`src/design/bus_pkg.sv`:
```
`default_nettype none

package bus_pkg;

	typedef logic [31:0] bus_addr_t;
	typedef logic [31:0] bus_data_t;
	typedef logic [3:0]  bus_sel_t;

	// Top address nibble picks the peripheral
	localparam int REGION_MSB = 31;
	localparam int REGION_LSB = 28;

	typedef logic [REGION_MSB-REGION_LSB:0] region_t;

	localparam region_t REGION_ROM  = 4'd0;
	localparam region_t REGION_RAM  = 4'd1;
	localparam region_t REGION_UART = 4'd2;
	localparam region_t REGION_SEG  = 4'd3; // 4..15 unmapped

	typedef enum logic [1:0] {
		IDLE,
		ACCESS,
		RESPOND
	} ctrl_state_t;

endpackage

`default_nettype wire

```
`src/design/periph_pkg.sv`:
```
`default_nettype none

package periph_pkg;

	localparam int RAM_WORDS = 256;
	typedef logic [$clog2(RAM_WORDS)-1:0] ram_index_t; // offset bits 9:2

	localparam int ROM_WORDS = 16;
	typedef logic [$clog2(ROM_WORDS)-1:0] rom_index_t; // offset bits 5:2

	// Kept short for simulation
	localparam int UART_CLKS_PER_BIT = 8;

	localparam int UART_DATA_OFS = 0;
	localparam int UART_STAT_OFS = 4;

	// Segments a..g in bits 6..0, low lights the segment
	typedef logic [6:0] seg_t;

	localparam seg_t SEG_HEX [16] = '{
		7'h01, 7'h4F, 7'h12, 7'h06,
		7'h4C, 7'h24, 7'h20, 7'h0F,
		7'h00, 7'h04, 7'h08, 7'h60,
		7'h31, 7'h42, 7'h30, 7'h38
	};

endpackage

`default_nettype wire

```
`src/design/periph_if.sv`:
```
`timescale 1ns/10ps
`default_nettype none

interface periph_if import bus_pkg::*; ();

	logic      req;    // Single cycle strobe
	logic      we;
	bus_addr_t offset; // Address with region bits cleared
	bus_data_t wdata;
	bus_sel_t  sel;
	bus_data_t rdata;
	logic      done;   // Single cycle, rdata valid with it

	modport ctrl (
		output req, we, offset, wdata, sel,
		input  rdata, done
	);

	modport periph (
		input  req, we, offset, wdata, sel,
		output rdata, done
	);

endinterface

`default_nettype wire

```
`src/design/boot_rom.sv`:
```
`timescale 1ns/10ps
`default_nettype none

module boot_rom import bus_pkg::*, periph_pkg::*; (
	input logic      clk,
	input logic      rst_n_i,
	periph_if.periph bus_p
);

	rom_index_t idx;
	bus_data_t  word;

	assign idx = bus_p.offset[5:2];

	// Small boot loop, MIPS encoding
	always_comb begin
		case (idx)
			4'h0: word = 32'h3C08_1000; // lui  t0, RAM base
			4'h1: word = 32'h3409_0055;
			4'h2: word = 32'hAD09_0000;
			4'h3: word = 32'h8D0A_0000;
			4'h4: word = 32'h3C0B_2000; // lui  t3, UART base
			4'h5: word = 32'h240C_0048;
			4'h6: word = 32'hAD6C_0000;
			4'h7: word = 32'h8D6D_0004; // Poll status
			4'h8: word = 32'h31AD_0001;
			4'h9: word = 32'h15A0_FFFD;
			4'hA: word = 32'h0000_0000;
			4'hB: word = 32'h3C0E_3000;
			4'hC: word = 32'h240F_0007;
			4'hD: word = 32'hADCF_0000;
			4'hE: word = 32'h1000_FFFF; // Spin
			default: word = 32'h0000_0000;
		endcase
	end

	always_ff @(posedge clk) begin
		if (!rst_n_i) begin
			bus_p.done <= 1'b0;
		end else begin
			bus_p.done <= bus_p.req;
		end
	end

	always_ff @(posedge clk) begin
		if (bus_p.req) bus_p.rdata <= word;
	end

	a_no_rom_write: assert property (@(posedge clk) disable iff (!rst_n_i)
		bus_p.req |-> !bus_p.we);

endmodule

`default_nettype wire

```
`src/flat_wrapper.sv`:
```
// flat-port wrapper written by rule: the top's interface ports become plain ports
module boot_rom_flat import bus_pkg::*, periph_pkg::*;
  (clk, rst_n_i, bus_p_req, bus_p_we, bus_p_offset, bus_p_wdata, bus_p_sel, bus_p_rdata, bus_p_done);
  periph_if bus_p_i ();
  input logic clk;
  input logic rst_n_i;
  input wire logic [$bits(bus_p_i.req)-1:0] bus_p_req;
  input wire logic [$bits(bus_p_i.we)-1:0] bus_p_we;
  input wire logic [$bits(bus_p_i.offset)-1:0] bus_p_offset;
  input wire logic [$bits(bus_p_i.wdata)-1:0] bus_p_wdata;
  input wire logic [$bits(bus_p_i.sel)-1:0] bus_p_sel;
  output wire logic [$bits(bus_p_i.rdata)-1:0] bus_p_rdata;
  output wire logic [$bits(bus_p_i.done)-1:0] bus_p_done;
  assign bus_p_i.req = bus_p_req;
  assign bus_p_i.we = bus_p_we;
  assign bus_p_i.offset = bus_p_offset;
  assign bus_p_i.wdata = bus_p_wdata;
  assign bus_p_i.sel = bus_p_sel;
  assign bus_p_rdata = bus_p_i.rdata;
  assign bus_p_done = bus_p_i.done;
  boot_rom u_core (.clk(clk), .rst_n_i(rst_n_i), .bus_p(bus_p_i));
endmodule
```
`config.mk`:
```
export PLATFORM = sky130hd
export DESIGN_NAME = boot_rom_flat
export DESIGN_NICKNAME = d
export VERILOG_FILES = /design/src/design/bus_pkg.sv /design/src/design/periph_pkg.sv /design/src/design/periph_if.sv /design/src/design/boot_rom.sv /design/src/flat_wrapper.sv
export SDC_FILE = /design/constraint.sdc
export NUM_CORES = 1
export LEC_CHECK = 0
export ABC_AREA = 1
export BUFFER_PORTS_ARGS = -buffer_cell sky130_fd_sc_hd__buf_2
export CORE_MARGIN = 3
export CORE_UTILIZATION = 37
export DETAILED_ROUTE_END_ITERATION = 16
export GPL_TIMING_DRIVEN = 0
export PLACE_DENSITY = 0.84
export SLEW_MARGIN = 10
export SYNTH_ARGS = -nofsm -noshare
export SYNTH_HDL_FRONTEND = slang
export SYNTH_SLANG_ARGS = --single-unit
```
`constraint.sdc`:
```
create_clock -name clk -period 1.2 [get_ports clk]
set_input_delay 0.06 -clock clk [delete_from_list [all_inputs] [get_ports clk]]
set_output_delay 0.06 -clock clk [all_outputs]
set_load 0.005 [all_outputs]
```
**Word level (Yosys, flattened, before mapping)**

Memories as Yosys holds them, arrays and structs flattened. A register that Yosys moved wholly into a read port is not among the register bits.
Index checks and enable logic that the tools add are counted.

- Flip-flop bits (word level): 33
- Memories kept: 1
- ROM bits: 464
- Bits of input ports: 72
- Output and inout bits: 33
- Word-level logic and storage cells: 3

Memory list:

| name | depth | width | read ports | clocked after memory_dff | wr ports | RTL line | RTL |
|---|---|---|---|---|---|---|---|
| (no name shown) | 16 | 29 | 1 | 1 | 0 | boot_rom.sv:17 | `case (idx)` |

**Depth between registers and ports, before layout**

- Depth in word-level cells: 0
- Mapped depth: 7
- Gate-level depth less buffers: 7

**Worst setup path after synthesis**

OpenSTA, ideal clock, no wires.

- Path type: in2reg
- From: input bus_p_offset[3]
- To: register u_core.bus_p.rdata[16] (data pin)
- Arrival time: 0.631 ns
- Setup time: 0.252 ns
- Buffers on the path: 0
- Stages: 6
- Required time: 0.948 ns
- Slack: 0.317 ns
- Path through: inv_1 -> ha_1 -> nand2_1 -> nand2_1 -> nand2_1 -> nand2_1

RTL lines:

| element | RTL line | RTL |
|---|---|---|
| start, declared | flat_wrapper.sv:9 | `input wire logic [$bits(bus_p_i.offset)-1:0] bus_p_offset;` |
| end, declared | periph_if.sv:21 | `output rdata, done` |

==> summary.txt <==
Placed design
  • DPL Wire Length: 1.570 mm
  • IO Port Bufs: 35
  • DP Area: 1434 µm²
  • Final RePlAce weighted congestion: 0.9555

Final layout
  • Post-route design area: 1514 µm²
  • Nets: 239
  • Area Growth Syn to Fin: 26.57%
  • Share of layout cells above drive strength 1: 35.44%
  • Post-layout util: 49.19%
  • Fillers: 277
  • N_diodes: 0

GRT
  • Initial antenna violation count: 0
  • GRT Util Overall: 10.59%
  • Largest net degree at the start of global routing: 24
  • Vias in the first global route: 823
  • Global-route wire length before repair: 3.367 mm
  • Total grt overflow: 0

Timing
  • # setup viols final: 0
  • Fin Setup TNS: 0 ns
  • Hold Vio Cnt, Final: 0
  • F_max: 855.7 MHz
  • Setup repair after global routing missed its margin: yes
  • Final Max Tran Viols: 0
  • Crit path time final: 1.169 ns
  • Crit share post-route: 97.39%

Critical path
  • CP max-delay cell: edfxtp_1
  • CP max FO: 8
  • Worst endpoint required time: 1.14 ns
  • CP endpoint kind: output pin
  • Critical Path, Cell by Cell: buf_4 > buf_6
  • Slowest cell delay on critical path: 0.51 ns
  • Kind of critical path: reg2out
  • Arr. time, crit path: 1.11 ns
  • Startpoint Class: flop

Drt
  • Via count: 879
  • DRC Markers: 0
  • Initial DRC count: 27
  • Post-DR wirelength/cell: 10.12 µm
  • Via/cell ratio: 4.351
  • DRT Pass-1 Iters: 4
  • Routed wire length: 2.045 mm
  • Routed Antenna Nets: 0

Power and ir drop
  • Final Total Pwr: 1.637 mW
  • Leakage: 0.7661 nW
  • Pwr dens: 1081 nW/µm²
  • Maximum vdd drop: 0.3969 mV

Floorplan
  • FP Rows: 20
  • I/O pin count: 105
  • Starting Density: 38.86%
  • Die Ht: 62.86 µm
  • Die area: 3951 µm²
  • Core Footprint: 3078 µm²
  • Die Width: 62.86 µm

Run status
  • Status: complete, no violations

Clock tree
  • CTS tree: done
  • Clk sink count: 23
  • Root buf cell: clkbuf_4
  • Maximum buffer depth of the clock tree: 2
  • Num CTS Buffers: 3
  • Number of post-CTS setup repair buffers: 0
  • Clock transition at the registers of the reported paths: 0.12 ns
  • H-Tree Depth: 1

Yosys
  • Largest area contributor in the netlist: edfxtp_1
  • Seq/Total Area, Yosys: 56.90%
  • Cell area after synthesis: 1196 µm²
  • Ranking of synthesized cells by area: edfxtp_1 (55%), nand2_1 (13%), ha_1 (8.4%)
  • Syn avg cell area: 10.31 µm²
  • Post-synthesis cell type count: 16
  • Cells after Synth: 116
  • Synth Register Bits: 23
  • Synth top area share: 55.23%
  • Syn. warnings: 0

Job
  • Maxcap violations: 0

Hold path
  • Worst min-delay path class: in2reg
[timing repair]
item | 4_1_cts | 5_1_grt
endpoints found under the hold margin | 1 | 0
hold buffers | 1 | 0
setup endpoints to repair | 0 | 7
gates resized for setup | 0 | 7
[placed cells by master (no fill, tap or decap), drive strengths merged]
cell type,count
o21ai,4
nand2,43
dfxtp,1
clkbuf,4
edfxtp,22
o211ai,1
inv,9
nand3,12
conb,3
buf,48
or2,1
ha,8
dlygate4sd3,1
nor2,1
[synthesized netlist by cell type]
master	number
buf_4	10
buf_6	3
conb_1	1
dfxtp_1	1
edfxtp_1	22
ha_1	8
inv_1	7
inv_2	2
nand2_1	41
nand2_2	2
nand3_1	11
nand3_2	1
nor2_1	1
o211ai_1	1
o21ai_0	4
or2_0	1
[worst max-delay path: cells and delay by family, from the launching register on]
family / cells / cell delay [ns]
flops: 1 / 0.51
buf+inv: 2 / 0.30
[power by group]
| group | internal (mW) | switching [mW] | total, mW |
|---|---|---|---|
| Sequential | 0.961 | 0.0173 | 0.978 |
| Combinational | 0.156 | 0.158 | 0.314 |
| Clock | 0.130 | 0.215 | 0.344 |
| Total | 1.25 | 0.390 | 1.64 |
[cells by family (layout without fill, tap and decap cells)]
family	after synthesis	count (layout)	share of synthesized area, %
AND/OR/NAND/NOR	57	57	20.19
AO/OA/AOI/OAI	5	5	2.302
buffers and inverters	22	62	11.92
flip-flops	23	23	56.90
adder cells (fa/ha/maj)	8	8	8.369
other	1	3	0.3135
[per-stage QoR]
step | std cells | hold WS [ns] | setup slack, ns
after detailed placement | 197 | 0.2461 | -0.005574
after CTS | 202 | 0.1296 | 0.02806
final | 202 | 0.1324 | 0.03130
after global routing | 202 | 0.1355 | -0.02277
after floorplan | 118 | 0.1535 | 0.3171
after global placement | 197 | 0.2464 | 0.01659
[sequential cells by signal, summed over array words and instances (netlist names)]
name,flops
u_core.bus_p.done,1
u_core.bus_p.rdata,22
[per-layer routing]
metal / track usage [%] / share of wire [%]
met2: 21.04 / 52
met3: 1.619 / 4.5
met5: 0 / 0
met4: 4.408 / 1.7
met1: 10.76 / 42
[path summary, 6_finish.rpt]
path                                  from                               end  slack [ns]  cells after the start
min                        bus_p_offset[5]  u_core.bus_p.rdata[27]$_DFFE_PP_        0.13                      3
max   u_core.bus_p.rdata[15]$_SDFFCE_PN0P_                    bus_p_rdata[9]        0.03                      2
[cell type report]
cell class	instances	area [µm²]	share of cell area [%]
buffer	13	108.9	7.190
clock buffer	4	26.28	1.736
inverter	9	33.78	2.231
multi-input combinational	73	380.4	25.12
sequential	23	680.7	44.96
tap	44	55.05	3.636
timing repair buffer	36	229.0	15.12
(Power assumes the default switching activity.)
