**config.mk**
```make
export PLATFORM = sky130hd
export DESIGN_NAME = seg_display_flat
export DESIGN_NICKNAME = d
export VERILOG_FILES = /design/src/design/bus_pkg.sv /design/src/design/periph_pkg.sv /design/src/design/periph_if.sv /design/src/design/seg_display.sv /design/src/flat_wrapper.sv
export SDC_FILE = /design/constraint.sdc
export NUM_CORES = 1
export LEC_CHECK = 0
export ABC_AREA = 0
export ABC_CLOCK_PERIOD_IN_PS = 2000
export BUFFER_PORTS_ARGS = -buffer_cell sky130_fd_sc_hd__clkbuf_2
export CORE_ASPECT_RATIO = 1.75
export CORE_MARGIN = 2
export CORE_UTILIZATION = 30
export DETAILED_ROUTE_END_ITERATION = 8
export HOLD_SLACK_MARGIN = 0.15
export PLACE_DENSITY = 0.92
export SYNTH_ARGS = -nofsm -noshare
export SYNTH_HDL_FRONTEND = slang
export SYNTH_SLANG_ARGS = --single-unit
```
**constraint.sdc**
```tcl
create_clock -name clk -period 2 [get_ports clk]
set_clock_uncertainty 0.05 [all_clocks]
set_input_delay 0.1 -clock clk [delete_from_list [all_inputs] [get_ports clk]]
set_output_delay 0.1 -clock clk [all_outputs]
set_load 0.02 [all_outputs]
```
**src/design/bus_pkg.sv**
```systemverilog
`default_nettype none

package bus_pkg;

	typedef logic [31:0] bus_addr_t;
	typedef logic [31:0] bus_data_t;
	typedef logic [3:0]  bus_sel_t;

	// Top address nibble picks the peripheral
	localparam int REGION_MSB = 31;
	localparam int REGION_LSB = 28;

	typedef logic [REGION_MSB-REGION_LSB:0] region_t;

	localparam region_t REGION_ROM  = 4'd0;
	localparam region_t REGION_RAM  = 4'd1;
	localparam region_t REGION_UART = 4'd2;
	localparam region_t REGION_SEG  = 4'd3; // 4..15 unmapped

	typedef enum logic [1:0] {
		IDLE,
		ACCESS,
		RESPOND
	} ctrl_state_t;

endpackage

`default_nettype wire

```
**src/design/periph_pkg.sv**
```systemverilog
`default_nettype none

package periph_pkg;

	localparam int RAM_WORDS = 256;
	typedef logic [$clog2(RAM_WORDS)-1:0] ram_index_t; // offset bits 9:2

	localparam int ROM_WORDS = 16;
	typedef logic [$clog2(ROM_WORDS)-1:0] rom_index_t; // offset bits 5:2

	// Kept short for simulation
	localparam int UART_CLKS_PER_BIT = 8;

	localparam int UART_DATA_OFS = 0;
	localparam int UART_STAT_OFS = 4;

	// Segments a..g in bits 6..0, low lights the segment
	typedef logic [6:0] seg_t;

	localparam seg_t SEG_HEX [16] = '{
		7'h01, 7'h4F, 7'h12, 7'h06,
		7'h4C, 7'h24, 7'h20, 7'h0F,
		7'h00, 7'h04, 7'h08, 7'h60,
		7'h31, 7'h42, 7'h30, 7'h38
	};

endpackage

`default_nettype wire

```
**src/design/periph_if.sv**
```systemverilog
`timescale 1ns/10ps
`default_nettype none

interface periph_if import bus_pkg::*; ();

	logic      req;    // Single cycle strobe
	logic      we;
	bus_addr_t offset; // Address with region bits cleared
	bus_data_t wdata;
	bus_sel_t  sel;
	bus_data_t rdata;
	logic      done;   // Single cycle, rdata valid with it

	modport ctrl (
		output req, we, offset, wdata, sel,
		input  rdata, done
	);

	modport periph (
		input  req, we, offset, wdata, sel,
		output rdata, done
	);

endinterface

`default_nettype wire

```
**src/design/seg_display.sv**
```systemverilog
`timescale 1ns/10ps
`default_nettype none

module seg_display import periph_pkg::*; (
	input  logic     clk,
	input  logic     rst_n_i,
	output seg_t     seg_o,
	periph_if.periph bus_p
);

	logic [3:0] digit_q;

	always_ff @(posedge clk) begin
		if (!rst_n_i) begin
			digit_q <= 4'h0;
			bus_p.done <= 1'b0;
		end else begin
			bus_p.done <= bus_p.req;
			if (bus_p.req && bus_p.we) digit_q <= bus_p.wdata[3:0];
		end
	end

	assign bus_p.rdata = {28'h0, digit_q};
	assign seg_o = SEG_HEX[digit_q]; // Active low pattern

endmodule

`default_nettype wire

```
**src/flat_wrapper.sv**
```systemverilog
// flat-port wrapper written by rule: the top's interface ports become plain ports
module seg_display_flat import periph_pkg::*;
  (clk, rst_n_i, seg_o, bus_p_req, bus_p_we, bus_p_offset, bus_p_wdata, bus_p_sel, bus_p_rdata, bus_p_done);
  periph_if bus_p_i ();
  input  logic clk;
  input  logic rst_n_i;
  output seg_t seg_o;
  input wire logic [$bits(bus_p_i.req)-1:0] bus_p_req;
  input wire logic [$bits(bus_p_i.we)-1:0] bus_p_we;
  input wire logic [$bits(bus_p_i.offset)-1:0] bus_p_offset;
  input wire logic [$bits(bus_p_i.wdata)-1:0] bus_p_wdata;
  input wire logic [$bits(bus_p_i.sel)-1:0] bus_p_sel;
  output wire logic [$bits(bus_p_i.rdata)-1:0] bus_p_rdata;
  output wire logic [$bits(bus_p_i.done)-1:0] bus_p_done;
  assign bus_p_i.req = bus_p_req;
  assign bus_p_i.we = bus_p_we;
  assign bus_p_i.offset = bus_p_offset;
  assign bus_p_i.wdata = bus_p_wdata;
  assign bus_p_i.sel = bus_p_sel;
  assign bus_p_rdata = bus_p_i.rdata;
  assign bus_p_done = bus_p_i.done;
  seg_display u_core (.clk(clk), .rst_n_i(rst_n_i), .seg_o(seg_o), .bus_p(bus_p_i));
endmodule
```
# [Yosys cells after proc, flatten, opt, wreduce, memory -nomap -nowiden]
# Memories as Yosys holds them, arrays and structs flattened.
# Cells that the tools add are included.
[op_classes] n_reduce_logical=1 magnitude_cmp=1 bitwise=1 mux=2
[ops] cell="$mux W7" count=2
[ops] cell="$ge A5 B5 Y1 const B" count=1
[ops] cell="$not A4 Y5" count=1
[ops] cell="$logic_and A1 B1 Y1" count=1
[word_totals] reg_bits=5 mem_count=1 elab_cells=8 in_bits=72 rom_bits=112 output_inout_bits=40
[memory_table] name="(no name shown)" words=16 width=7 rd=1 rd_ports_with_merged_regs=0 write_ports=0 line="seg_display.sv:24" source="assign seg_o = SEG_HEX[digit_q];"

# [Depth between registers and ports, before layout]
[depth] word_depth=4 depth_mapped=4 ltp_nobuf=4

# [Worst setup path before layout]
# No wires, ideal clock.
[synth_path] kind="flip-flop to output port" startpoint="register u_core.digit_q[0]" endpoint="output port seg_o[2]" required_time_ns=1.850 arrival_ns=1.586 path_buffers=0 slack_ns=0.264 stages_incl_launch_ff=5 path_cell_list="dfxtp_1 > inv_1 > ha_1 > and2_1 > o31ai_1"
[synth_between] elab_chain_len=4
[synth_lines] item="start: declaration" line="seg_display.sv:11" source="logic [3:0] digit_q;"
[synth_lines] item="start signal: assignment" line="seg_display.sv:19" source="if (bus_p.req && bus_p.we) digit_q <= bus_p.wdata[3:0];"
[synth_lines] item="$not A4 Y5 (implied by the code)" line="seg_display.sv:24"
[synth_lines] item="$mem_v2 Z16 W7"
[synth_lines] item="$mux W7 (implied by the code) (2 in a row)" line="seg_display.sv:24"
[synth_lines] item="end: declaration" line="flat_wrapper.sv:7" source="output seg_t seg_o;"
# Every way passes these cells. The select of a mux whose other input is x is not followed.

# [Worst setup path in the final report]
[layout_path] startpoint="register u_core.digit_q[1]" endpoint="output port seg_o[3]"
# The elaborated chain is that of the path after synthesis.

==> impl_results.md <==
* Clk sink count at 5
* Placed cell area at 706 um^2
* RD Place Congestion at 0.703
* Status: completed
* Register area share after synthesis at 0.145
* Yosys Warn Count at 0
* Deepest clock path buffer count at 2
* GRT Resource Usage Total at 0.105
* Critical Path End Type: output port
* P_sw at 0.000157 W
* CP dominant cell by count: inv_1
* Power Density at 572 nW/um^2
* Leakage power at 0.400 nW
* Buffers & Inverters on Critical Path at 3
* Cell area after layout at 772 um^2
* Area growth, synth to finish at 12.0%
* RSZ-0062 raised after global routing: no
* Minimum clock period at approximately 1.9 ns
* Cell Int Power at 0.000284 W
* Initial antenna violation count at 0
* Core Area at between 2000 and 2500 um^2
* FP Rows at 23
* Final Setup Violations at 0
* Clock Latency Late Sink at roughly 0.22 ns
* Final-report max-slew violation count at 0
* Vias in the first global route at 484
* Area fraction of the dominant cell type after synthesis at 0.305
* Cell taking the most area after synthesis: buf_4
* DRT Pass-1 Iters at 2
* Number of distinct library cells after synthesis at 22
* Setup TNS at 0 ns
* Setup repair bufs after CTS at 0
* Share of layout cells above drive strength 1 at 0.276
* Final wirelength at 1200 um
* Top cells by area, synth: buf_4 30%, dfxtp_1 15%, ha_1 13%
* Worst Hold Class: primary input to flop
* Starting density of the core at 0.307
* Hold WS at approximately 0.16 ns
* Sw frac at 0.356
* Worst Reg-to-Reg Cells at 2
* Final Hold Fails at 0
* Top cell types by occurrence after synthesis: 28 x buf_4, 7 x ha_1, 6 x a21boi_0
* First-pass GRT wire length at 1930 um
* Crit-path slowest cell: mux4_2
* Worst hold path cell count at 3
* Pwr Total at 0.000441 W
* Worst vdd ir at between 0.0003 and 0.0004 V
* CP delay by family, top: multiplexers
* Largest net degree at the start of global routing at 18
* Ant diodes at 0
* CTS tree: yes
* Final period util at 0.934
* Top-count cell post-synth: buf_4
* DIE WIDTH at 40.2 um
* Ys async rst share at 0
* Synth Register Bits at 5
* Max FO, Critical Path at 8
* Startpoint types: flop
* Reg clk slew, reported paths at 0.04 ns
* EDFF count, synth at 0
* Final core occ at 0.344
* CP Data Arrival Time at ~1.7 ns
* Worst Path Required at 1.85 ns
* Sequential power share at 0.255
* Synth Flop Type: dfxtp_1
* Max Fclk at approximately 540 MHz
* Post-DP HPWL at 965 um
* Die height at 67.4 um
* Delay of the slowest critical-path stage at approximately 0.46 ns
* I/O Buffers at 19
* I/O Pins at between 100 and 150
* Nets at approximately 190
* Area of the die at 2710 um^2
* CP Cell Sequence: inv_1 > ha_1 > inv_1 > mux4_2 > clkbuf_2
* Max Cap Violations at 0
* Critical path depth at 5
* Initial DRC Count at 3
* Routed len/inst at 9.23 um
* Combinational Power Share at 0.318
* Overflow after GRT at 0
* TritonCTS Buffers at 3
* Post-synthesis average cell area at 8.51 um^2
* Vias per std cell at 4.20
* DR DRC count at 0
* Mapped Area at 689 um^2
* Clk pwr share at 0.427
* Crit Path Category: flop to output port
* Antenna-violating nets left at 0
* Root Driver: clkbuf_8
* Via count at approximately 550
* Htree depth at 1
* Synth Instances at slightly above 80
## state kept, by name, summed over array words and instances, names as in the netlist
| signal | flops |
|---|---|
| u_core.digit_q | 4 |
| u_core.bus_p.done | 1 |
## area by class of cell
cell class	instances	area, um^2
clock buffers	4	45.0
fillers	261	1470
inverters	4	17.5
multi-input cells	69	447
flip-flops and latches	5	101
well taps	25	31.3
repair buffers	23	130
## metal layers
layer / vias to the layer above / wire (um) / track usage / share of wire
li1: 260 / - / - / -
met1: 242 / 396 / 0.0984 / 0.33
met2: 39 / 621 / 0.177 / 0.52
met3: 5 / 136 / 0.0230 / 0.11
met4: 0 / 46 / 0.0917 / 0.038
met5: - / 0 / 0 / 0
## stage by stage
| step | cells | worst slack, ns |
|---|---|---|
| 2_1_floorplan | 108 | 0.264 |
| 3_3_place_gp | 124 | 0.282 |
| 3_5_place_dp | 124 | 0.254 |
| 4_1_cts | 130 | 0.00868 |
| 5_1_grt | 130 | 0.0528 |
| 6_report | 130 | 0.132 |
## worst register-to-register path, stage by stage (launching register included)
cell and delay [ns]:
dfxtp_1 0.62, a21boi_0 0.23, o21a_1 0.12
## placed cells by master, fill, tap and decap left out, drive strengths merged, types with 3 or more instances in the layout
cell,synthesis,routed
a21boi,6,6
clkbuf,0,23
mux2i,4,4
conb,1,28
ha,7,7
o21a,4,4
inv,4,4
dfxtp,5,5
and3,4,4
nand3b,3,3
## path summary, 6_finish.rpt
kind | end | slack, ns | from
min reg2reg | u_core.digit_q[1] | 0.63 | u_core.digit_q[1]
max reg2reg | u_core.digit_q[2] | 0.93 | u_core.digit_q[2]
max | seg_o[3] | 0.13 | u_core.digit_q[1]
min | u_core.digit_q[0] | 0.16 | bus_p_wdata[0]
## power groups by stage
stage | logic, W | clock network [W] | registers [W]
global placement | 0.000135 | 0 | 0.000114
global route | 0.000155 | 0.000201 | 0.000114
floorplan | 0.000142 | 0 | 0.000118
CTS | 0.000140 | 0.000194 | 0.000113
finish | 0.000140 | 0.000188 | 0.000113
detailed placement | 0.000137 | 0 | 0.000114
## cells by family (layout without fill, tap and decap cells)
kind of cell	Yosys count	count (layout)	synth area share
buf+inv	34	31	0.354
compound gates	15	15	0.152
simple gates	14	14	0.125
fa+ha+maj	7	7	0.127
mux	5	5	0.0907
flops	5	5	0.145
other cells	1	28	0.00544
## repair_timing
action	4_1_cts	5_1_grt
hold buffers	2	0
gates resized for setup	0	1
hold endpoints to repair	5	0
endpoints found under the setup margin	0	1
Note: power is estimated with default switching activity, not from simulation.
