$ cat config.mk
export PLATFORM = sky130hd
export DESIGN_NAME = uart_tx_flat
export DESIGN_NICKNAME = d
export VERILOG_FILES = /design/src/design/bus_pkg.sv /design/src/design/periph_pkg.sv /design/src/design/periph_if.sv /design/src/design/uart_tx.sv /design/src/flat_wrapper.sv
export SDC_FILE = /design/constraint.sdc
export NUM_CORES = 1
export LEC_CHECK = 0
export ABC_AREA = 1
export BUFFER_PORTS_ARGS = -buffer_cell sky130_fd_sc_hd__buf_2
export CORE_MARGIN = 3
export CORE_UTILIZATION = 25
export DETAILED_ROUTE_END_ITERATION = 10
export PLACE_DENSITY = 0.5
export SYNTH_ARGS = -nofsm -noshare
export SYNTH_HDL_FRONTEND = slang
export SYNTH_SLANG_ARGS = --single-unit
$ cat constraint.sdc
create_clock -name clk -period 4.3 [get_ports clk]
set_clock_uncertainty 0.05 [all_clocks]
set_input_delay 0.86 -clock clk [delete_from_list [all_inputs] [get_ports clk]]
set_output_delay 0.86 -clock clk [all_outputs]
set_load 0.02 [all_outputs]
$ cat src/design/bus_pkg.sv
`default_nettype none

package bus_pkg;

	typedef logic [31:0] bus_addr_t;
	typedef logic [31:0] bus_data_t;
	typedef logic [3:0]  bus_sel_t;

	// Top address nibble picks the peripheral
	localparam int REGION_MSB = 31;
	localparam int REGION_LSB = 28;

	typedef logic [REGION_MSB-REGION_LSB:0] region_t;

	localparam region_t REGION_ROM  = 4'd0;
	localparam region_t REGION_RAM  = 4'd1;
	localparam region_t REGION_UART = 4'd2;
	localparam region_t REGION_SEG  = 4'd3; // 4..15 unmapped

	typedef enum logic [1:0] {
		IDLE,
		ACCESS,
		RESPOND
	} ctrl_state_t;

endpackage

`default_nettype wire

$ cat src/design/periph_pkg.sv
`default_nettype none

package periph_pkg;

	localparam int RAM_WORDS = 256;
	typedef logic [$clog2(RAM_WORDS)-1:0] ram_index_t; // offset bits 9:2

	localparam int ROM_WORDS = 16;
	typedef logic [$clog2(ROM_WORDS)-1:0] rom_index_t; // offset bits 5:2

	// Kept short for simulation
	localparam int UART_CLKS_PER_BIT = 8;

	localparam int UART_DATA_OFS = 0;
	localparam int UART_STAT_OFS = 4;

	// Segments a..g in bits 6..0, low lights the segment
	typedef logic [6:0] seg_t;

	localparam seg_t SEG_HEX [16] = '{
		7'h01, 7'h4F, 7'h12, 7'h06,
		7'h4C, 7'h24, 7'h20, 7'h0F,
		7'h00, 7'h04, 7'h08, 7'h60,
		7'h31, 7'h42, 7'h30, 7'h38
	};

endpackage

`default_nettype wire

$ cat src/design/periph_if.sv
`timescale 1ns/10ps
`default_nettype none

interface periph_if import bus_pkg::*; ();

	logic      req;    // Single cycle strobe
	logic      we;
	bus_addr_t offset; // Address with region bits cleared
	bus_data_t wdata;
	bus_sel_t  sel;
	bus_data_t rdata;
	logic      done;   // Single cycle, rdata valid with it

	modport ctrl (
		output req, we, offset, wdata, sel,
		input  rdata, done
	);

	modport periph (
		input  req, we, offset, wdata, sel,
		output rdata, done
	);

endinterface

`default_nettype wire

$ cat src/design/uart_tx.sv
`timescale 1ns/10ps
`default_nettype none

module uart_tx import periph_pkg::*; (
	input  logic     clk,
	input  logic     rst_n_i,
	output logic     txd_o,
	periph_if.periph bus_p
);

	localparam int CNT_W = $clog2(UART_CLKS_PER_BIT);
	localparam logic [CNT_W-1:0] CNT_LAST = CNT_W'(UART_CLKS_PER_BIT - 1);
	localparam logic [3:0] LAST_BIT = 4'd9; // Stop bit

	logic             busy_q;
	logic             pend_q; // Write waiting for the frame to end
	logic [CNT_W-1:0] cnt_q;
	logic [3:0]       bit_q;
	logic [8:0]       shift_q;
	logic [7:0]       tx_byte_q;
	logic             is_data;
	logic             is_stat;
	logic             data_wr;
	logic             bit_end;
	logic             frame_end;
	logic             load;
	logic [7:0]       load_byte;

	assign is_data = bus_p.offset[3:0] == 4'(UART_DATA_OFS);
	assign is_stat = bus_p.offset[3:0] == 4'(UART_STAT_OFS);
	assign data_wr = bus_p.req && bus_p.we && is_data;
	assign bit_end = busy_q && cnt_q == CNT_LAST;
	assign frame_end = bit_end && bit_q == LAST_BIT;
	assign load = (data_wr || pend_q) && (!busy_q || frame_end);
	assign load_byte = pend_q ? tx_byte_q : bus_p.wdata[7:0];

	always_ff @(posedge clk) begin
		if (!rst_n_i) begin
			busy_q <= 1'b0;
			pend_q <= 1'b0;
			cnt_q <= '0;
			bit_q <= '0;
			txd_o <= 1'b1;
			bus_p.done <= 1'b0;
		end else begin
			bus_p.done <= 1'b0;
			if (load) begin
				busy_q <= 1'b1;
				pend_q <= 1'b0;
				cnt_q <= '0;
				bit_q <= '0;
				txd_o <= 1'b0; // Start bit
				bus_p.done <= 1'b1;
			end else if (frame_end) begin
				busy_q <= 1'b0;
				txd_o <= 1'b1;
			end else if (bit_end) begin
				cnt_q <= '0;
				bit_q <= bit_q + 4'd1;
				txd_o <= shift_q[0];
			end else if (busy_q) begin
				cnt_q <= cnt_q + 1'b1;
			end
			if (data_wr && !load) pend_q <= 1'b1;
			if (bus_p.req && !data_wr) bus_p.done <= 1'b1;
		end
	end

	// Data bits LSB first with the stop bit shifting in behind
	always_ff @(posedge clk) begin
		if (load) begin
			shift_q <= {1'b1, load_byte};
		end else if (bit_end) begin
			shift_q <= {1'b1, shift_q[8:1]};
		end
		if (data_wr) tx_byte_q <= bus_p.wdata[7:0];
		if (bus_p.req && !bus_p.we) begin
			bus_p.rdata <= is_stat ? {31'h0, busy_q} : {24'h0, tx_byte_q};
		end
	end

	a_idle_high: assert property (@(posedge clk) disable iff (!rst_n_i)
		!busy_q |-> txd_o);

endmodule

`default_nettype wire

$ cat src/flat_wrapper.sv
// flat-port wrapper written by rule: the top's interface ports become plain ports
module uart_tx_flat import periph_pkg::*;
  (clk, rst_n_i, txd_o, bus_p_req, bus_p_we, bus_p_offset, bus_p_wdata, bus_p_sel, bus_p_rdata, bus_p_done);
  periph_if bus_p_i ();
  input  logic clk;
  input  logic rst_n_i;
  output logic txd_o;
  input wire logic [$bits(bus_p_i.req)-1:0] bus_p_req;
  input wire logic [$bits(bus_p_i.we)-1:0] bus_p_we;
  input wire logic [$bits(bus_p_i.offset)-1:0] bus_p_offset;
  input wire logic [$bits(bus_p_i.wdata)-1:0] bus_p_wdata;
  input wire logic [$bits(bus_p_i.sel)-1:0] bus_p_sel;
  output wire logic [$bits(bus_p_i.rdata)-1:0] bus_p_rdata;
  output wire logic [$bits(bus_p_i.done)-1:0] bus_p_done;
  assign bus_p_i.req = bus_p_req;
  assign bus_p_i.we = bus_p_we;
  assign bus_p_i.offset = bus_p_offset;
  assign bus_p_i.wdata = bus_p_wdata;
  assign bus_p_i.sel = bus_p_sel;
  assign bus_p_rdata = bus_p_i.rdata;
  assign bus_p_done = bus_p_i.done;
  uart_tx u_core (.clk(clk), .rst_n_i(rst_n_i), .txd_o(txd_o), .bus_p(bus_p_i));
endmodule
# Word-level counts from Yosys, hierarchy flattened
# Index checks and enable logic that the tools add are counted.
# totals
out_inout_bits	34
word_cells	55
input_bits	72
ff_bits	59
# classes
n_eq_ne	3
reduce_logical	23
bitwise	2
n_mux	15
addsub	2
# ops
cell	count
two-way mux 8 bit	3
two-way mux 1 bit	10
logical AND 1 bit	8
nonzero test 2 bit	4
two-way mux 3 bit	2
adder 4 x 1 -> 4 bit (second input constant)	1
== test 4 x 3 -> 1 bit (second input constant)	1
== test 4 bit (second input constant)	1
logical NOT 1 bit	4
logical NOT 4 bit	1
AND reduction 2 bit	2
adder 3 x 1 -> 3 bit (second input constant)	1
== test 3 bit (second input constant)	1
nonzero test 3 bit	1
logical OR 1 bit	2
inverter 1 bit	2
OR reduction 2 bit	1

# Longest topological paths before layout
# logic_depth
word_depth	8
mapped_depth	10
mapped_depth_nobuf	10

# Worst setup path before layout
# Ideal clock, no wire load.
# synth_timing
path_type	input port to flip-flop
start	input bus_p_offset[1]
end	register u_core.shift_q[1], data pin
path_buffers	1
t_arrival_ns	1.539
path_stages	7
setup_ns	0.252
required_ns	3.998
slack_ns	2.459
path_cell_list	nor2_1 nand3_1 nand2_1 nand2_4 buf_6 nand2_1 nand2_1
# synth_between
elab_chain_cells	5
# synth_rtl
element	line	rtl
start, declared	flat_wrapper.sv:10	input wire logic [$bits(bus_p_i.offset)-1:0] bus_p_offset;
logical NOT 4 bit	uart_tx.sv:29	assign is_data = bus_p.offset[3:0] == 4'(UART_DATA_OFS);
logical AND 1 bit	uart_tx.sv:31	assign data_wr = bus_p.req && bus_p.we && is_data;
logical OR 1 bit	uart_tx.sv:34	assign load = (data_wr || pend_q) && (!busy_q || frame_end);
logical AND 1 bit	uart_tx.sv:34	
two-way mux 8 bit	uart_tx.sv:71	if (load) begin
end signal, assigned	uart_tx.sv:72	shift_q <= {1'b1, load_byte};
end signal, assigned	uart_tx.sv:74	shift_q <= {1'b1, shift_q[8:1]};
end, declared	uart_tx.sv:19	logic [8:0] shift_q;
# Every way passes these cells.
# A chain may end at the register's enable or synchronous reset.

# Final worst setup path
# layout_timing
start	register u_core.cnt_q[0]
end	register u_core.shift_q[7], data pin
# layout_between
elab_chain_cells	6
# layout_rtl
element	line	rtl
start, declared	uart_tx.sv:17	logic [CNT_W-1:0] cnt_q;
start signal, assigned	uart_tx.sv:62	cnt_q <= cnt_q + 1'b1;
== test 3 bit	uart_tx.sv:32	assign bit_end = busy_q && cnt_q == CNT_LAST;
logical AND 1 bit	uart_tx.sv:32	
logical AND 1 bit	uart_tx.sv:33	assign frame_end = bit_end && bit_q == LAST_BIT;
logical OR 1 bit	uart_tx.sv:34	
logical AND 1 bit	uart_tx.sv:34	
two-way mux 8 bit	uart_tx.sv:71	
# Every way passes these cells.

==> reports/metrics.yaml <==
outcome: "completed"
fin_tns_setup_ns: 0
ys_ff_latch: 35
rsz0062_at_grt: "false"
tightest_slew_ns: 0.6531
slew_headroom: 0.5630
cp_top_family: "simple AND/OR/NAND/NOR gates"
synth_top_area_frac: 0.4111
fillCellCount: 706
cts_tree: "done"
ys_types: 24
yosys.cell_count.top_type: "nand2_1"
hpwl_mm: 2.446
cts_resized: 0
period_share: 0.4392
antenna-diode-count: 0
ys_warn_count: 0
grt_max_degree: 18
synth_largest_area_cell: "edfxtp_1"
crit_slowest_cell: "dfxtp_1"
crit_arrival_ns: 1.86
ctsHtreeMaxLevel: 2
grt_pass1_vias: 1133
holdBufCountCts: 0
worstPathRequired_ns: 4.27
drc: 0
synth_edf_count: 24
clockBufferDepth: 2
io_pins: 106
vdd_ir_drop_max_v: 0.0001481
rows: 29
maxCapViolations: 0
final_layout_size_suffix_gt1_frac: 0.2130
worstSetupPathType: "flip-flop to flip-flop"
drv_slew: 0
power_density_nw_per_um2: 338.5
cp-start-kind: "flip-flop"
hold_ws_ns: 0.4239
place_congestion: 0.7069
area.growth.synth_to_final_pct: 12.85
synth.area.top_cells: "edfxtp_1, dfxtp_1, nand2_1, buf_4, inv_1"
grt_use_total: 0.08189
dieArea_um2: 8052
antenna_left: 0
fmax_mhz: 529.6
setup_slack_ns: 2.412
setup_violations: 0
synthFlopType: "edfxtp_1"
fin_crit_ns: 1.888
crit_path_max_fanout: 11
slowest_delay_ns: 0.36
cts_setup_buffers: 0
nNetsFinal: 291
vias: 1166
ys_async_sr_fraction: 0
die_w_um: 89.74
numCtsBuffers: 5
portBuffers: 25
clk_pin_slew_ns: 0.08
crit_buf_inv: 2
synth_cells: 186
initialDrtViolationCount: 70
cts_sinks: 35
routed_wl_mm: 3.240
path_cells: "ha_1 -> ha_1 -> nand2_2 -> inv_2 -> nand4_4 -> nand2_2 -> nand2_4 -> inv_2 -> o211ai_1"
grt_pass1_wl_mm: 5.250
hold_viol_final: 0
synth_common_cells: "nand2_1, buf_4, edfxtp_1"
avgSynthCellArea_um2: 9.424
start_util: 0.2669
clk_latency_ns: 0.29
antenna_found_initial: 0
holdCritPathClass: "flip-flop to flip-flop"
synth.cell_area_um2: 1753
p_leak_nw: 0.8930
cts-root-buf: "clkbuf_8"
routedWlPerCell_um: 10.49
core_area_um2: 6568
routed_via_density: 3.773
dieHeight_um: 89.74
cp-end-kind: "flip-flop"
globalRouteOverflowTotal: 0
yosysSeqAreaShare: 0.5368
power.total_mw: 0.6696
post-place-ws_ns: 2.091
first_pass_iters: 4
==> power by group <==
group          internal (mW)  switching, mW
Combinational         0.0128         0.0403
Clock                  0.116          0.135
Sequential             0.364        0.00165
Total                  0.492          0.177
==> worst min-delay path, stage by stage (launching register included) <==
cell and delay, ns:
dfxtp_1 0.32, nand2_1 0.07, a21oi_2 0.05
==> final timing paths <==
check                                         end       startpoint  slack (ns)  cells past startpoint
worst max-delay path            u_core.shift_q[7]  u_core.cnt_q[0]        2.41                      9
worst max register to register  u_core.shift_q[7]  u_core.cnt_q[0]        2.41                      9
worst min register to register    u_core.cnt_q[2]  u_core.cnt_q[2]        0.42                      2
worst min-delay path              u_core.cnt_q[2]  u_core.cnt_q[2]        0.42                      2
==> cells in the final DEF (no fill, tap or decap), types with 2 or more instances in the layout <==
master / instances
nand2_2: 2
or2_2: 2
buf_2: 25
inv_1: 19
edfxtp_1: 24
conb_1: 24
nand2_1: 50
a21oi_2: 2
dfxtp_1: 11
clkbuf_8: 5
inv_2: 2
o21ai_0: 7
clkinvlp_4: 2
a21oi_1: 4
nand3_1: 8
nor2_1: 17
ha_1: 4
==> registers in the layout, summed over array words and instances, names as in the netlist <==
name / cells
u_core.txd_o: 1
u_core.bus_p.done: 1
u_core.busy_q: 1
u_core.bit_q: 4
u_core.cnt_q: 3
u_core.pend_q: 1
u_core.bus_p.rdata: 8
u_core.shift_q: 8
u_core.tx_byte_q: 8
==> through the flow <==
step | utilization | std cells | area (um^2)
2_1_floorplan | - | 209 | 1839
3_3_place_gp | 0.2871 | 301 | 1886
3_5_place_dp | 0.2871 | 301 | 1886
4_1_cts | 0.3012 | 309 | 1978
5_1_grt | 0.3012 | 309 | 1978
6_report | 0.3012 | 309 | 1978
==> layer usage <==
metal / track usage / wire length [um] / vias up
met3: 0.03255 / 216 / 6
li1: - / - / 600
met1: 0.09058 / 1444 / 528
met5: 0 / 0 / -
met4: 0.03448 / 55 / 0
met2: 0.1397 / 1524 / 32
==> cell type report <==
type	count	area, um^2	share of cell area
Clock buffer	5	68.82	0.03479
Clock inverter	3	23.77	0.01202
Inverter	21	78.83	0.03985
Multi-Input combinational cell	127	624.3	0.3156
Sequential cell	35	940.9	0.4756
Tap cell	93	116.4	0.05882
Timing Repair Buffer	25	125.1	0.06325
==> kinds of logic after synthesis <==
kind of cell               count (synthesis)  share of synthesized area
and+or+nand+nor                           83                     0.2163
buffers and inverters                     47                     0.1563
DFF                                       35                     0.5368
AOI/OAI and AO/OA                         15                    0.05497
adders and majority gates                  4                    0.02855
xor gates and xnor gates                   1                   0.004997
other                                      1                   0.002139
Power figures use the tool's default switching activity.
