### config.mk
export PLATFORM = sky130hd
export DESIGN_NAME = bus_ctrl_flat
export DESIGN_NICKNAME = d
export VERILOG_FILES = /design/src/design/bus_pkg.sv /design/src/design/periph_if.sv /design/src/design/bus_ctrl.sv /design/src/flat_wrapper.sv
export SDC_FILE = /design/constraint.sdc
export NUM_CORES = 1
export LEC_CHECK = 0
export BUFFER_PORTS_ARGS = -buffer_cell sky130_fd_sc_hd__buf_2
export CAP_MARGIN = 20
export CORE_AREA = 5 5 201 203
export DETAILED_ROUTE_END_ITERATION = 8
export DIE_AREA = 0 0 206 208
export SLEW_MARGIN = 20
export SYNTH_ARGS = -nofsm -noshare
export SYNTH_HDL_FRONTEND = slang
export SYNTH_SLANG_ARGS = --single-unit
### constraint.sdc
create_clock -name clk -period 8.3 [get_ports clk]
set_input_delay 1.245 -clock clk [delete_from_list [all_inputs] [get_ports clk]]
set_output_delay 1.245 -clock clk [all_outputs]
set_load 0.01 [all_outputs]
### src/design/bus_pkg.sv
`default_nettype none

package bus_pkg;

	typedef logic [31:0] bus_addr_t;
	typedef logic [31:0] bus_data_t;
	typedef logic [3:0]  bus_sel_t;

	// Top address nibble picks the peripheral
	localparam int REGION_MSB = 31;
	localparam int REGION_LSB = 28;

	typedef logic [REGION_MSB-REGION_LSB:0] region_t;

	localparam region_t REGION_ROM  = 4'd0;
	localparam region_t REGION_RAM  = 4'd1;
	localparam region_t REGION_UART = 4'd2;
	localparam region_t REGION_SEG  = 4'd3; // 4..15 unmapped

	typedef enum logic [1:0] {
		IDLE,
		ACCESS,
		RESPOND
	} ctrl_state_t;

endpackage

`default_nettype wire

### src/design/periph_if.sv
`timescale 1ns/10ps
`default_nettype none

interface periph_if import bus_pkg::*; ();

	logic      req;    // Single cycle strobe
	logic      we;
	bus_addr_t offset; // Address with region bits cleared
	bus_data_t wdata;
	bus_sel_t  sel;
	bus_data_t rdata;
	logic      done;   // Single cycle, rdata valid with it

	modport ctrl (
		output req, we, offset, wdata, sel,
		input  rdata, done
	);

	modport periph (
		input  req, we, offset, wdata, sel,
		output rdata, done
	);

endinterface

`default_nettype wire

### src/design/bus_ctrl.sv
`timescale 1ns/10ps
`default_nettype none

module bus_ctrl import bus_pkg::*; (
	input  logic      clk,
	input  logic      rst_n_i,
	input  logic      req_valid_i,
	input  bus_addr_t req_addr_i,
	input  logic      req_we_i,
	input  bus_data_t req_wdata_i,
	input  bus_sel_t  req_sel_i,
	input  logic      rsp_ready_i,
	output logic      req_ready_o,
	output logic      rsp_valid_o,
	output bus_data_t rsp_rdata_o,
	output logic      rsp_err_o,
	periph_if.ctrl    rom_p,
	periph_if.ctrl    ram_p,
	periph_if.ctrl    uart_p,
	periph_if.ctrl    seg_p
);

	ctrl_state_t state_q;
	logic [3:0]  req_q; // One-hot pulse, bit order rom/ram/uart/seg
	bus_addr_t   addr_q;
	logic        we_q;
	bus_data_t   wdata_q;
	bus_sel_t    sel_q;
	bus_data_t   rsp_rdata_q;
	logic        rsp_err_q;
	region_t     req_region;
	region_t     cur_region;
	logic [3:0]  region_hit;
	logic        accept;
	logic        done_sel;
	bus_data_t   rdata_sel;
	bus_addr_t   offset;

	assign req_region = req_addr_i[REGION_MSB:REGION_LSB];
	assign cur_region = addr_q[REGION_MSB:REGION_LSB];
	assign accept = req_valid_i && req_ready_o;

	// ROM writes count as a miss
	always_comb begin
		region_hit = '0;
		case (req_region)
			REGION_ROM:  region_hit[0] = !req_we_i;
			REGION_RAM:  region_hit[1] = 1'b1;
			REGION_UART: region_hit[2] = 1'b1;
			REGION_SEG:  region_hit[3] = 1'b1;
			default:     region_hit = '0;
		endcase
	end

	always_comb begin
		case (cur_region)
			REGION_ROM: begin
				done_sel = rom_p.done;
				rdata_sel = rom_p.rdata;
			end
			REGION_RAM: begin
				done_sel = ram_p.done;
				rdata_sel = ram_p.rdata;
			end
			REGION_UART: begin
				done_sel = uart_p.done;
				rdata_sel = uart_p.rdata;
			end
			REGION_SEG: begin
				done_sel = seg_p.done;
				rdata_sel = seg_p.rdata;
			end
			default: begin
				done_sel = 1'b0;
				rdata_sel = '0;
			end
		endcase
	end

	always_ff @(posedge clk) begin
		if (!rst_n_i) begin
			state_q <= IDLE;
			req_q <= '0;
		end else begin
			req_q <= '0;
			case (state_q)
				IDLE: begin
					if (accept) begin
						if (|region_hit) begin
							state_q <= ACCESS;
							req_q <= region_hit;
						end else begin
							state_q <= RESPOND; // Error, no peripheral cycle
						end
					end
				end
				ACCESS: if (done_sel) state_q <= RESPOND;
				RESPOND: if (rsp_ready_i) state_q <= IDLE;
				default: state_q <= IDLE;
			endcase
		end
	end

	always_ff @(posedge clk) begin
		if (accept) begin
			addr_q <= req_addr_i;
			we_q <= req_we_i;
			wdata_q <= req_wdata_i;
			sel_q <= req_sel_i;
			rsp_err_q <= !(|region_hit);
			rsp_rdata_q <= '0;
		end else if (state_q == ACCESS && done_sel) begin
			rsp_rdata_q <= we_q ? '0 : rdata_sel;
		end
	end

	assign offset = {{(32 - REGION_LSB){1'b0}}, addr_q[REGION_LSB-1:0]};

	assign rom_p.req = req_q[0];
	assign rom_p.we = we_q;
	assign rom_p.offset = offset;
	assign rom_p.wdata = wdata_q;
	assign rom_p.sel = sel_q;

	assign ram_p.req = req_q[1];
	assign ram_p.we = we_q;
	assign ram_p.offset = offset;
	assign ram_p.wdata = wdata_q;
	assign ram_p.sel = sel_q;

	assign uart_p.req = req_q[2];
	assign uart_p.we = we_q;
	assign uart_p.offset = offset;
	assign uart_p.wdata = wdata_q;
	assign uart_p.sel = sel_q;

	assign seg_p.req = req_q[3];
	assign seg_p.we = we_q;
	assign seg_p.offset = offset;
	assign seg_p.wdata = wdata_q;
	assign seg_p.sel = sel_q;

	assign req_ready_o = state_q == IDLE;
	assign rsp_valid_o = state_q == RESPOND;
	assign rsp_rdata_o = rsp_rdata_q;
	assign rsp_err_o = rsp_err_q;

	a_one_req: assert property (@(posedge clk) disable iff (!rst_n_i)
		$onehot0({rom_p.req, ram_p.req, uart_p.req, seg_p.req}));

	// Response stays put until taken
	a_rsp_hold: assert property (@(posedge clk) disable iff (!rst_n_i)
		rsp_valid_o && !rsp_ready_i |=> rsp_valid_o && $stable(rsp_rdata_o)
			&& $stable(rsp_err_o));

endmodule

`default_nettype wire

### src/flat_wrapper.sv
// flat-port wrapper written by rule: the top's interface ports become plain ports
module bus_ctrl_flat import bus_pkg::*;
  (clk, rst_n_i, req_valid_i, req_addr_i, req_we_i, req_wdata_i, req_sel_i, rsp_ready_i, req_ready_o, rsp_valid_o, rsp_rdata_o, rsp_err_o, rom_p_req, rom_p_we, rom_p_offset, rom_p_wdata, rom_p_sel, rom_p_rdata, rom_p_done, ram_p_req, ram_p_we, ram_p_offset, ram_p_wdata, ram_p_sel, ram_p_rdata, ram_p_done, uart_p_req, uart_p_we, uart_p_offset, uart_p_wdata, uart_p_sel, uart_p_rdata, uart_p_done, seg_p_req, seg_p_we, seg_p_offset, seg_p_wdata, seg_p_sel, seg_p_rdata, seg_p_done);
  periph_if rom_p_i ();
  periph_if ram_p_i ();
  periph_if uart_p_i ();
  periph_if seg_p_i ();
  input  logic clk;
  input  logic rst_n_i;
  input  logic req_valid_i;
  input  bus_addr_t req_addr_i;
  input  logic req_we_i;
  input  bus_data_t req_wdata_i;
  input  bus_sel_t req_sel_i;
  input  logic rsp_ready_i;
  output logic req_ready_o;
  output logic rsp_valid_o;
  output bus_data_t rsp_rdata_o;
  output logic rsp_err_o;
  output wire logic [$bits(rom_p_i.req)-1:0] rom_p_req;
  output wire logic [$bits(rom_p_i.we)-1:0] rom_p_we;
  output wire logic [$bits(rom_p_i.offset)-1:0] rom_p_offset;
  output wire logic [$bits(rom_p_i.wdata)-1:0] rom_p_wdata;
  output wire logic [$bits(rom_p_i.sel)-1:0] rom_p_sel;
  input wire logic [$bits(rom_p_i.rdata)-1:0] rom_p_rdata;
  input wire logic [$bits(rom_p_i.done)-1:0] rom_p_done;
  output wire logic [$bits(ram_p_i.req)-1:0] ram_p_req;
  output wire logic [$bits(ram_p_i.we)-1:0] ram_p_we;
  output wire logic [$bits(ram_p_i.offset)-1:0] ram_p_offset;
  output wire logic [$bits(ram_p_i.wdata)-1:0] ram_p_wdata;
  output wire logic [$bits(ram_p_i.sel)-1:0] ram_p_sel;
  input wire logic [$bits(ram_p_i.rdata)-1:0] ram_p_rdata;
  input wire logic [$bits(ram_p_i.done)-1:0] ram_p_done;
  output wire logic [$bits(uart_p_i.req)-1:0] uart_p_req;
  output wire logic [$bits(uart_p_i.we)-1:0] uart_p_we;
  output wire logic [$bits(uart_p_i.offset)-1:0] uart_p_offset;
  output wire logic [$bits(uart_p_i.wdata)-1:0] uart_p_wdata;
  output wire logic [$bits(uart_p_i.sel)-1:0] uart_p_sel;
  input wire logic [$bits(uart_p_i.rdata)-1:0] uart_p_rdata;
  input wire logic [$bits(uart_p_i.done)-1:0] uart_p_done;
  output wire logic [$bits(seg_p_i.req)-1:0] seg_p_req;
  output wire logic [$bits(seg_p_i.we)-1:0] seg_p_we;
  output wire logic [$bits(seg_p_i.offset)-1:0] seg_p_offset;
  output wire logic [$bits(seg_p_i.wdata)-1:0] seg_p_wdata;
  output wire logic [$bits(seg_p_i.sel)-1:0] seg_p_sel;
  input wire logic [$bits(seg_p_i.rdata)-1:0] seg_p_rdata;
  input wire logic [$bits(seg_p_i.done)-1:0] seg_p_done;
  assign rom_p_req = rom_p_i.req;
  assign rom_p_we = rom_p_i.we;
  assign rom_p_offset = rom_p_i.offset;
  assign rom_p_wdata = rom_p_i.wdata;
  assign rom_p_sel = rom_p_i.sel;
  assign rom_p_i.rdata = rom_p_rdata;
  assign rom_p_i.done = rom_p_done;
  assign ram_p_req = ram_p_i.req;
  assign ram_p_we = ram_p_i.we;
  assign ram_p_offset = ram_p_i.offset;
  assign ram_p_wdata = ram_p_i.wdata;
  assign ram_p_sel = ram_p_i.sel;
  assign ram_p_i.rdata = ram_p_rdata;
  assign ram_p_i.done = ram_p_done;
  assign uart_p_req = uart_p_i.req;
  assign uart_p_we = uart_p_i.we;
  assign uart_p_offset = uart_p_i.offset;
  assign uart_p_wdata = uart_p_i.wdata;
  assign uart_p_sel = uart_p_i.sel;
  assign uart_p_i.rdata = uart_p_rdata;
  assign uart_p_i.done = uart_p_done;
  assign seg_p_req = seg_p_i.req;
  assign seg_p_we = seg_p_i.we;
  assign seg_p_offset = seg_p_i.offset;
  assign seg_p_wdata = seg_p_i.wdata;
  assign seg_p_sel = seg_p_i.sel;
  assign seg_p_i.rdata = seg_p_rdata;
  assign seg_p_i.done = seg_p_done;
  bus_ctrl u_core (.clk(clk), .rst_n_i(rst_n_i), .req_valid_i(req_valid_i), .req_addr_i(req_addr_i), .req_we_i(req_we_i), .req_wdata_i(req_wdata_i), .req_sel_i(req_sel_i), .rsp_ready_i(rsp_ready_i), .req_ready_o(req_ready_o), .rsp_valid_o(rsp_valid_o), .rsp_rdata_o(rsp_rdata_o), .rsp_err_o(rsp_err_o), .rom_p(rom_p_i), .ram_p(ram_p_i), .uart_p(uart_p_i), .seg_p(seg_p_i));
endmodule
---- Yosys cells after proc, flatten, opt, wreduce, memory -nomap -nowiden ----
Cells that the tools add are included.
storage, ports and cells
  flip-flop bits (word level) ............. 108
  bits in latches ......................... 0
  memory bits (writable) .................. 0
  bits in read-only memories .............. 0
  output and inout bits ................... 315
  memories kept ........................... 0
cells by class
  add/sub/neg operators ................... 0
  $mul .................................... 0
  divide/modulo/power cells ............... 0
  order comparisons ....................... 0
  equality and inequality tests ........... 11
  shift-type cells ........................ 0
  multiplexer cells ....................... 12
  bitwise operators ....................... 0
  reduce and logical (&&, ||, !) cells .... 10
operators with widths
  operator              count
  $pmux W32 S4          1
  $mux W32              1
  $eq A4 B2 Y1 const B  4
  $eq A4 B1 Y1 const B  2
  $logic_not A4 Y1      2
  $mux W2               4
  $pmux W2 S3           1
  $mux W1               4
  $ne A2 B2 Y1 const B  2
  $pmux W1 S4           1
  $reduce_and A4 Y1     1
  $reduce_or A4 Y1      1
  $reduce_and A3 Y1     1
  $eq A2 B1 Y1 const B  1
  $eq A2 B2 Y1 const B  1
  $logic_and A1 B1 Y1   2
  $logic_not A1 Y1      2
  $logic_not A2 Y1      1
  $ne A2 B1 Y1 const B  1

---- Logic depth before layout (Yosys ltp) ----
  depth in word-level cells ............... 6
  depth in mapped cells ................... 7
  mapped depth without buffers ............ 4

---- Least setup slack after synthesis ----
Ideal clock, no wire load.
  path kind ............................... in2reg
  from .................................... input port req_valid_i
  to ...................................... register u_core.req_q[0]
  library setup time ...................... 96 ps
  arrival ................................. 3472 ps
  data required time ...................... 8204 ps
  slack ................................... 4732 ps
  stages on the path ...................... 3
  path buffers ............................ 0
  path through ............................ and2_1 -> nand3_1 -> nor4_1
on the way
  longest elaborated chain between the ends .. 2
RTL lines
  element                             RTL line            text
  from (decl)                         flat_wrapper.sv:10  input logic req_valid_i;
  $logic_and A1 B1 Y1                 bus_ctrl.sv:41      assign accept = req_valid_i && req_ready_o;
  $reduce_and A4 Y1 (no source line)  n/a
  to (signal assigned)                bus_ctrl.sv:91      req_q <= region_hit;
  to (decl)                           bus_ctrl.sv:24      logic [3:0] req_q;
Every way passes these cells.
A chain may end at the register's enable or synchronous reset.

---- Final worst setup path ----
  from .................................... input port seg_p_done
  to ...................................... register u_core.rsp_rdata_q[0] (netlist: u_core.rsp_rdata_o[0])
on the way
  longest elaborated chain between the ends .. 2
RTL lines
  element               RTL line            text
  from (decl)           flat_wrapper.sv:47  input wire logic [$bits(seg_p_i.done)-1:0] seg_p_done;
  $pmux W1 S4           bus_ctrl.sv:56      case (cur_region)
  $logic_and A1 B1 Y1   bus_ctrl.sv:112     end else if (state_q == ACCESS && done_sel) begin
  to (signal assigned)  bus_ctrl.sv:113     rsp_rdata_q <= we_q ? '0 : rdata_sel;
  to (decl)             bus_ctrl.sv:29      bus_data_t rsp_rdata_q;
Every way passes these cells.

==> results.py <==
metrics = {
    "finish": {
        "drive_gt1_frac": 0.759,
        "syn_to_final_growth_pct": 26.4,
        "instances_no_fill": 1296,
        "layout.nets": 977,
        "fillers": 4185,
    },
    "power_and_ir_drop": {
        "p_leak_uw": 0.00358,
        "p_total_uw": 1370,
        "powerDensity_nw_per_um2": 176,
        "ir_drop_mv": 0.0661,
    },
    "die": {
        "num_io_pins": 520,
        "rows": 72,
        "die_w_um": 206,
        "initial_core_util": 0.161,
        "core_um2": 38300,
        "die_h_um": 208,
        "dieArea_um2": 42800,
    },
    "worst_setup_path": {
        "rrSetupSlack_ps": 5740,
        "worstPathMaxFanout": 32,
        "worstRegToRegCells": 5,
        "r2r_end": "u_core.rsp_rdata_o[0]",
        "cp.required_ps": 8520,
        "cp_slowest_cell": "or3_2",
        "crit_arrival_ps": 2920,
        "cp_cell_sequence": "buf_2 > mux2_1 > a2bb2oi_1 > or3_2 > o2bb2ai_1",
        "critPathKind": "primary input to flip-flop",
        "worst_setup_path_end_kind": "flip-flop",
        "r2r_start": "u_core.addr_q[28]",
        "critPathMaxStageDelay_ps": 820,
        "start_kind": "primary input",
    },
    "synth": {
        "synth_area_um2": 6170,
        "synth.top_cell.area_share": 0.341,
        "synth_edf_count": 70,
        "ys_seq_area_frac": 0.464,
        "yosysUniqueCellTypes": 35,
        "ys_ff_latch": 108,
        "synth_area_leaders": "edfxtp_1 34%, buf_4 29%, dfxtp_1 12%",
        "syn_inst": 500,
        "ys.warnings.count": 0,
        "ys.flop_type": "edfxtp_1",
        "synth.avg_cell_area_um2": 12.3,
        "ys_top_cells_by_count": "239 x buf_4, 70 x edfxtp_1, 38 x dfxtp_1",
        "synthArstFlopShare": 0,
        "yosysTopAreaCell": "edfxtp_1",
        "synth_most_common_cell": "buf_4",
    },
    "status": {
        "outcome": "finished, final reports clean",
    },
    "clock_network": {
        "cts_sinks": 108,
        "cts-htree-levels": 3,
        "cts_tree": "yes",
        "post_cts_buffers": 0,
        "cts_root_buf": "clkbuf_16",
        "cts_resized": 0,
        "hold_buffers": 0,
        "cts_buffer_depth": 2,
        "clock_latency_ps": 370,
        "cts.clk_slew.worst_paths_ps": 70,
        "cts_inserted_buffers": 9,
    },
    "place": {
        "io_buffer_count": 503,
        "placed_cells": 1279,
        "routabilityCongestion": 0.838,
        "hpwl_mm": 18.9,
    },
    "global_routing": {
        "grt_pass1_wl_mm": 30.1,
        "antenna_found_initial": 3,
        "grt_overflow": 0,
        "grt_util_all_layers": 0.0968,
        "grt_pass1_vias": 4653,
        "grt_max_degree": 72,
    },
    "timing": {
        "slew_viol_final": 0,
        "hold_viol": 0,
        "fin_crit_sh": 0.325,
        "fin_crit_ps": 2690,
        "fmax_mhz": 371,
        "tightest_slew_ps": 1030,
        "setup_viol": 0,
        "maxSlewHeadroom": 0.314,
        "skew_ps": 9.05,
        "finalSetupTns_ps": 0,
        "grt_setup_unrepaired": "no",
    },
    "route": {
        "final_antenna_net_count": 0,
        "dr_total_vias": 4697,
        "avgViaCountPerCell": 3.62,
        "drt-total-wl_mm": 22.7,
        "drt_iter0_drc": 280,
        "post-route-drc-count": 0,
        "dr.pass1.iters": 5,
        "wire_per_inst_um": 17.5,
    },
    "flow_run": {
        "drv_cap": 0,
    },
    "hold_path": {
        "min_path_type": "flip-flop to flip-flop",
        "hold_path.startpoint": "u_core.rsp_rdata_o[31]",
        "min_path_cells": 1,
        "hold_end": "u_core.rsp_rdata_o[31]",
    },
}
## worst max-delay path: cells and delay by family
family	cells	cell delay, ps
muxes	1	300
AOI/OAI and AO/OA	2	440
and+or+nand+nor	1	820
buffers and inverters	1	90
## state kept, by name, indices dropped and copies added, names as in the netlist
name                flops
u_core.addr_q          32
u_core.ram_p.wdata     32
u_core.rsp_rdata_o     32
u_core.ram_p.sel        4
u_core.req_q            4
u_core.state_q          2
u_core.ram_p.we         1
u_core.rsp_err_o        1
## where the power goes
part	switching [µW]	internal, µW
logic	158	122
registers	38.5	609
clock network	201	243
## layer usage
| metal | global-route usage | up-vias | part of all wire |
|---|---|---|---|
| met1 | 0.101 | 2207 | 0.37 |
| li1 | - | 2105 | - |
| met4 | 0.0461 | 2 | 0.028 |
| met5 | 0 | - | 0.00035 |
| met2 | 0.174 | 353 | 0.50 |
| met3 | 0.0310 | 30 | 0.11 |
## final cells by class
class	count	area, µm²	share of cell area
sequential	108	2860	0.367
timing repair buffer	507	2550	0.327
multi-input combinational	142	1420	0.182
tap	518	648	0.0831
clock buffer	14	289	0.0371
inverter	4	15.0	0.00193
clock inverter	2	13.8	0.00176
antenna	1	2.50	0.000321
## cell families after synthesis
kind of cell | Yosys count | share of synthesized area
compound gates | 71 | 0.136
buf+inv | 265 | 0.318
flops | 108 | 0.464
mux | 34 | 0.0618
other cells | 1 | 0.000608
simple gates | 21 | 0.0197
## per-stage QoR
stage | hold slack (ps) | worst slack [ps] | area (µm²) | util
floorplan | 493 | 4730 | 6230 | -
global placement | 442 | 5270 | 7490 | 0.196
detailed placement | 452 | 5160 | 7490 | 0.196
CTS | 474 | 5610 | 7800 | 0.204
global route | 487 | 5450 | 7800 | 0.204
finish | 464 | 5610 | 7800 | 0.204
## how the worst max path moves through the flow
stage	start	endpoint	cells past startpoint
2_1_floorplan	req_valid_i	u_core.req_q[0]	3
3_3_place_gp	seg_p_done	u_core.rsp_rdata_o[31]	5
3_5_place_dp	seg_p_done	u_core.rsp_rdata_o[31]	5
4_1_cts	seg_p_done	u_core.rsp_rdata_o[0]	5
5_1_grt	seg_p_done	u_core.rsp_rdata_o[31]	5
6_report	seg_p_done	u_core.rsp_rdata_o[0]	5
## cells in the final DEF, fill, tap and decap left out, types with 2 or more instances in the layout
cell type,instances
nor2b_1,2
buf_4,4
nor2_1,3
nor3_1,3
o2bb2ai_1,2
mux2_2,32
o2bb2ai_2,30
a222oi_1,32
clkbuf_16,11
or3_1,2
inv_1,4
clkbuf_2,2
edfxtp_1,70
dfxtp_1,38
nor2_2,2
conb_1,16
a21oi_1,2
buf_2,503
Note: power is estimated with default switching activity, not from simulation.
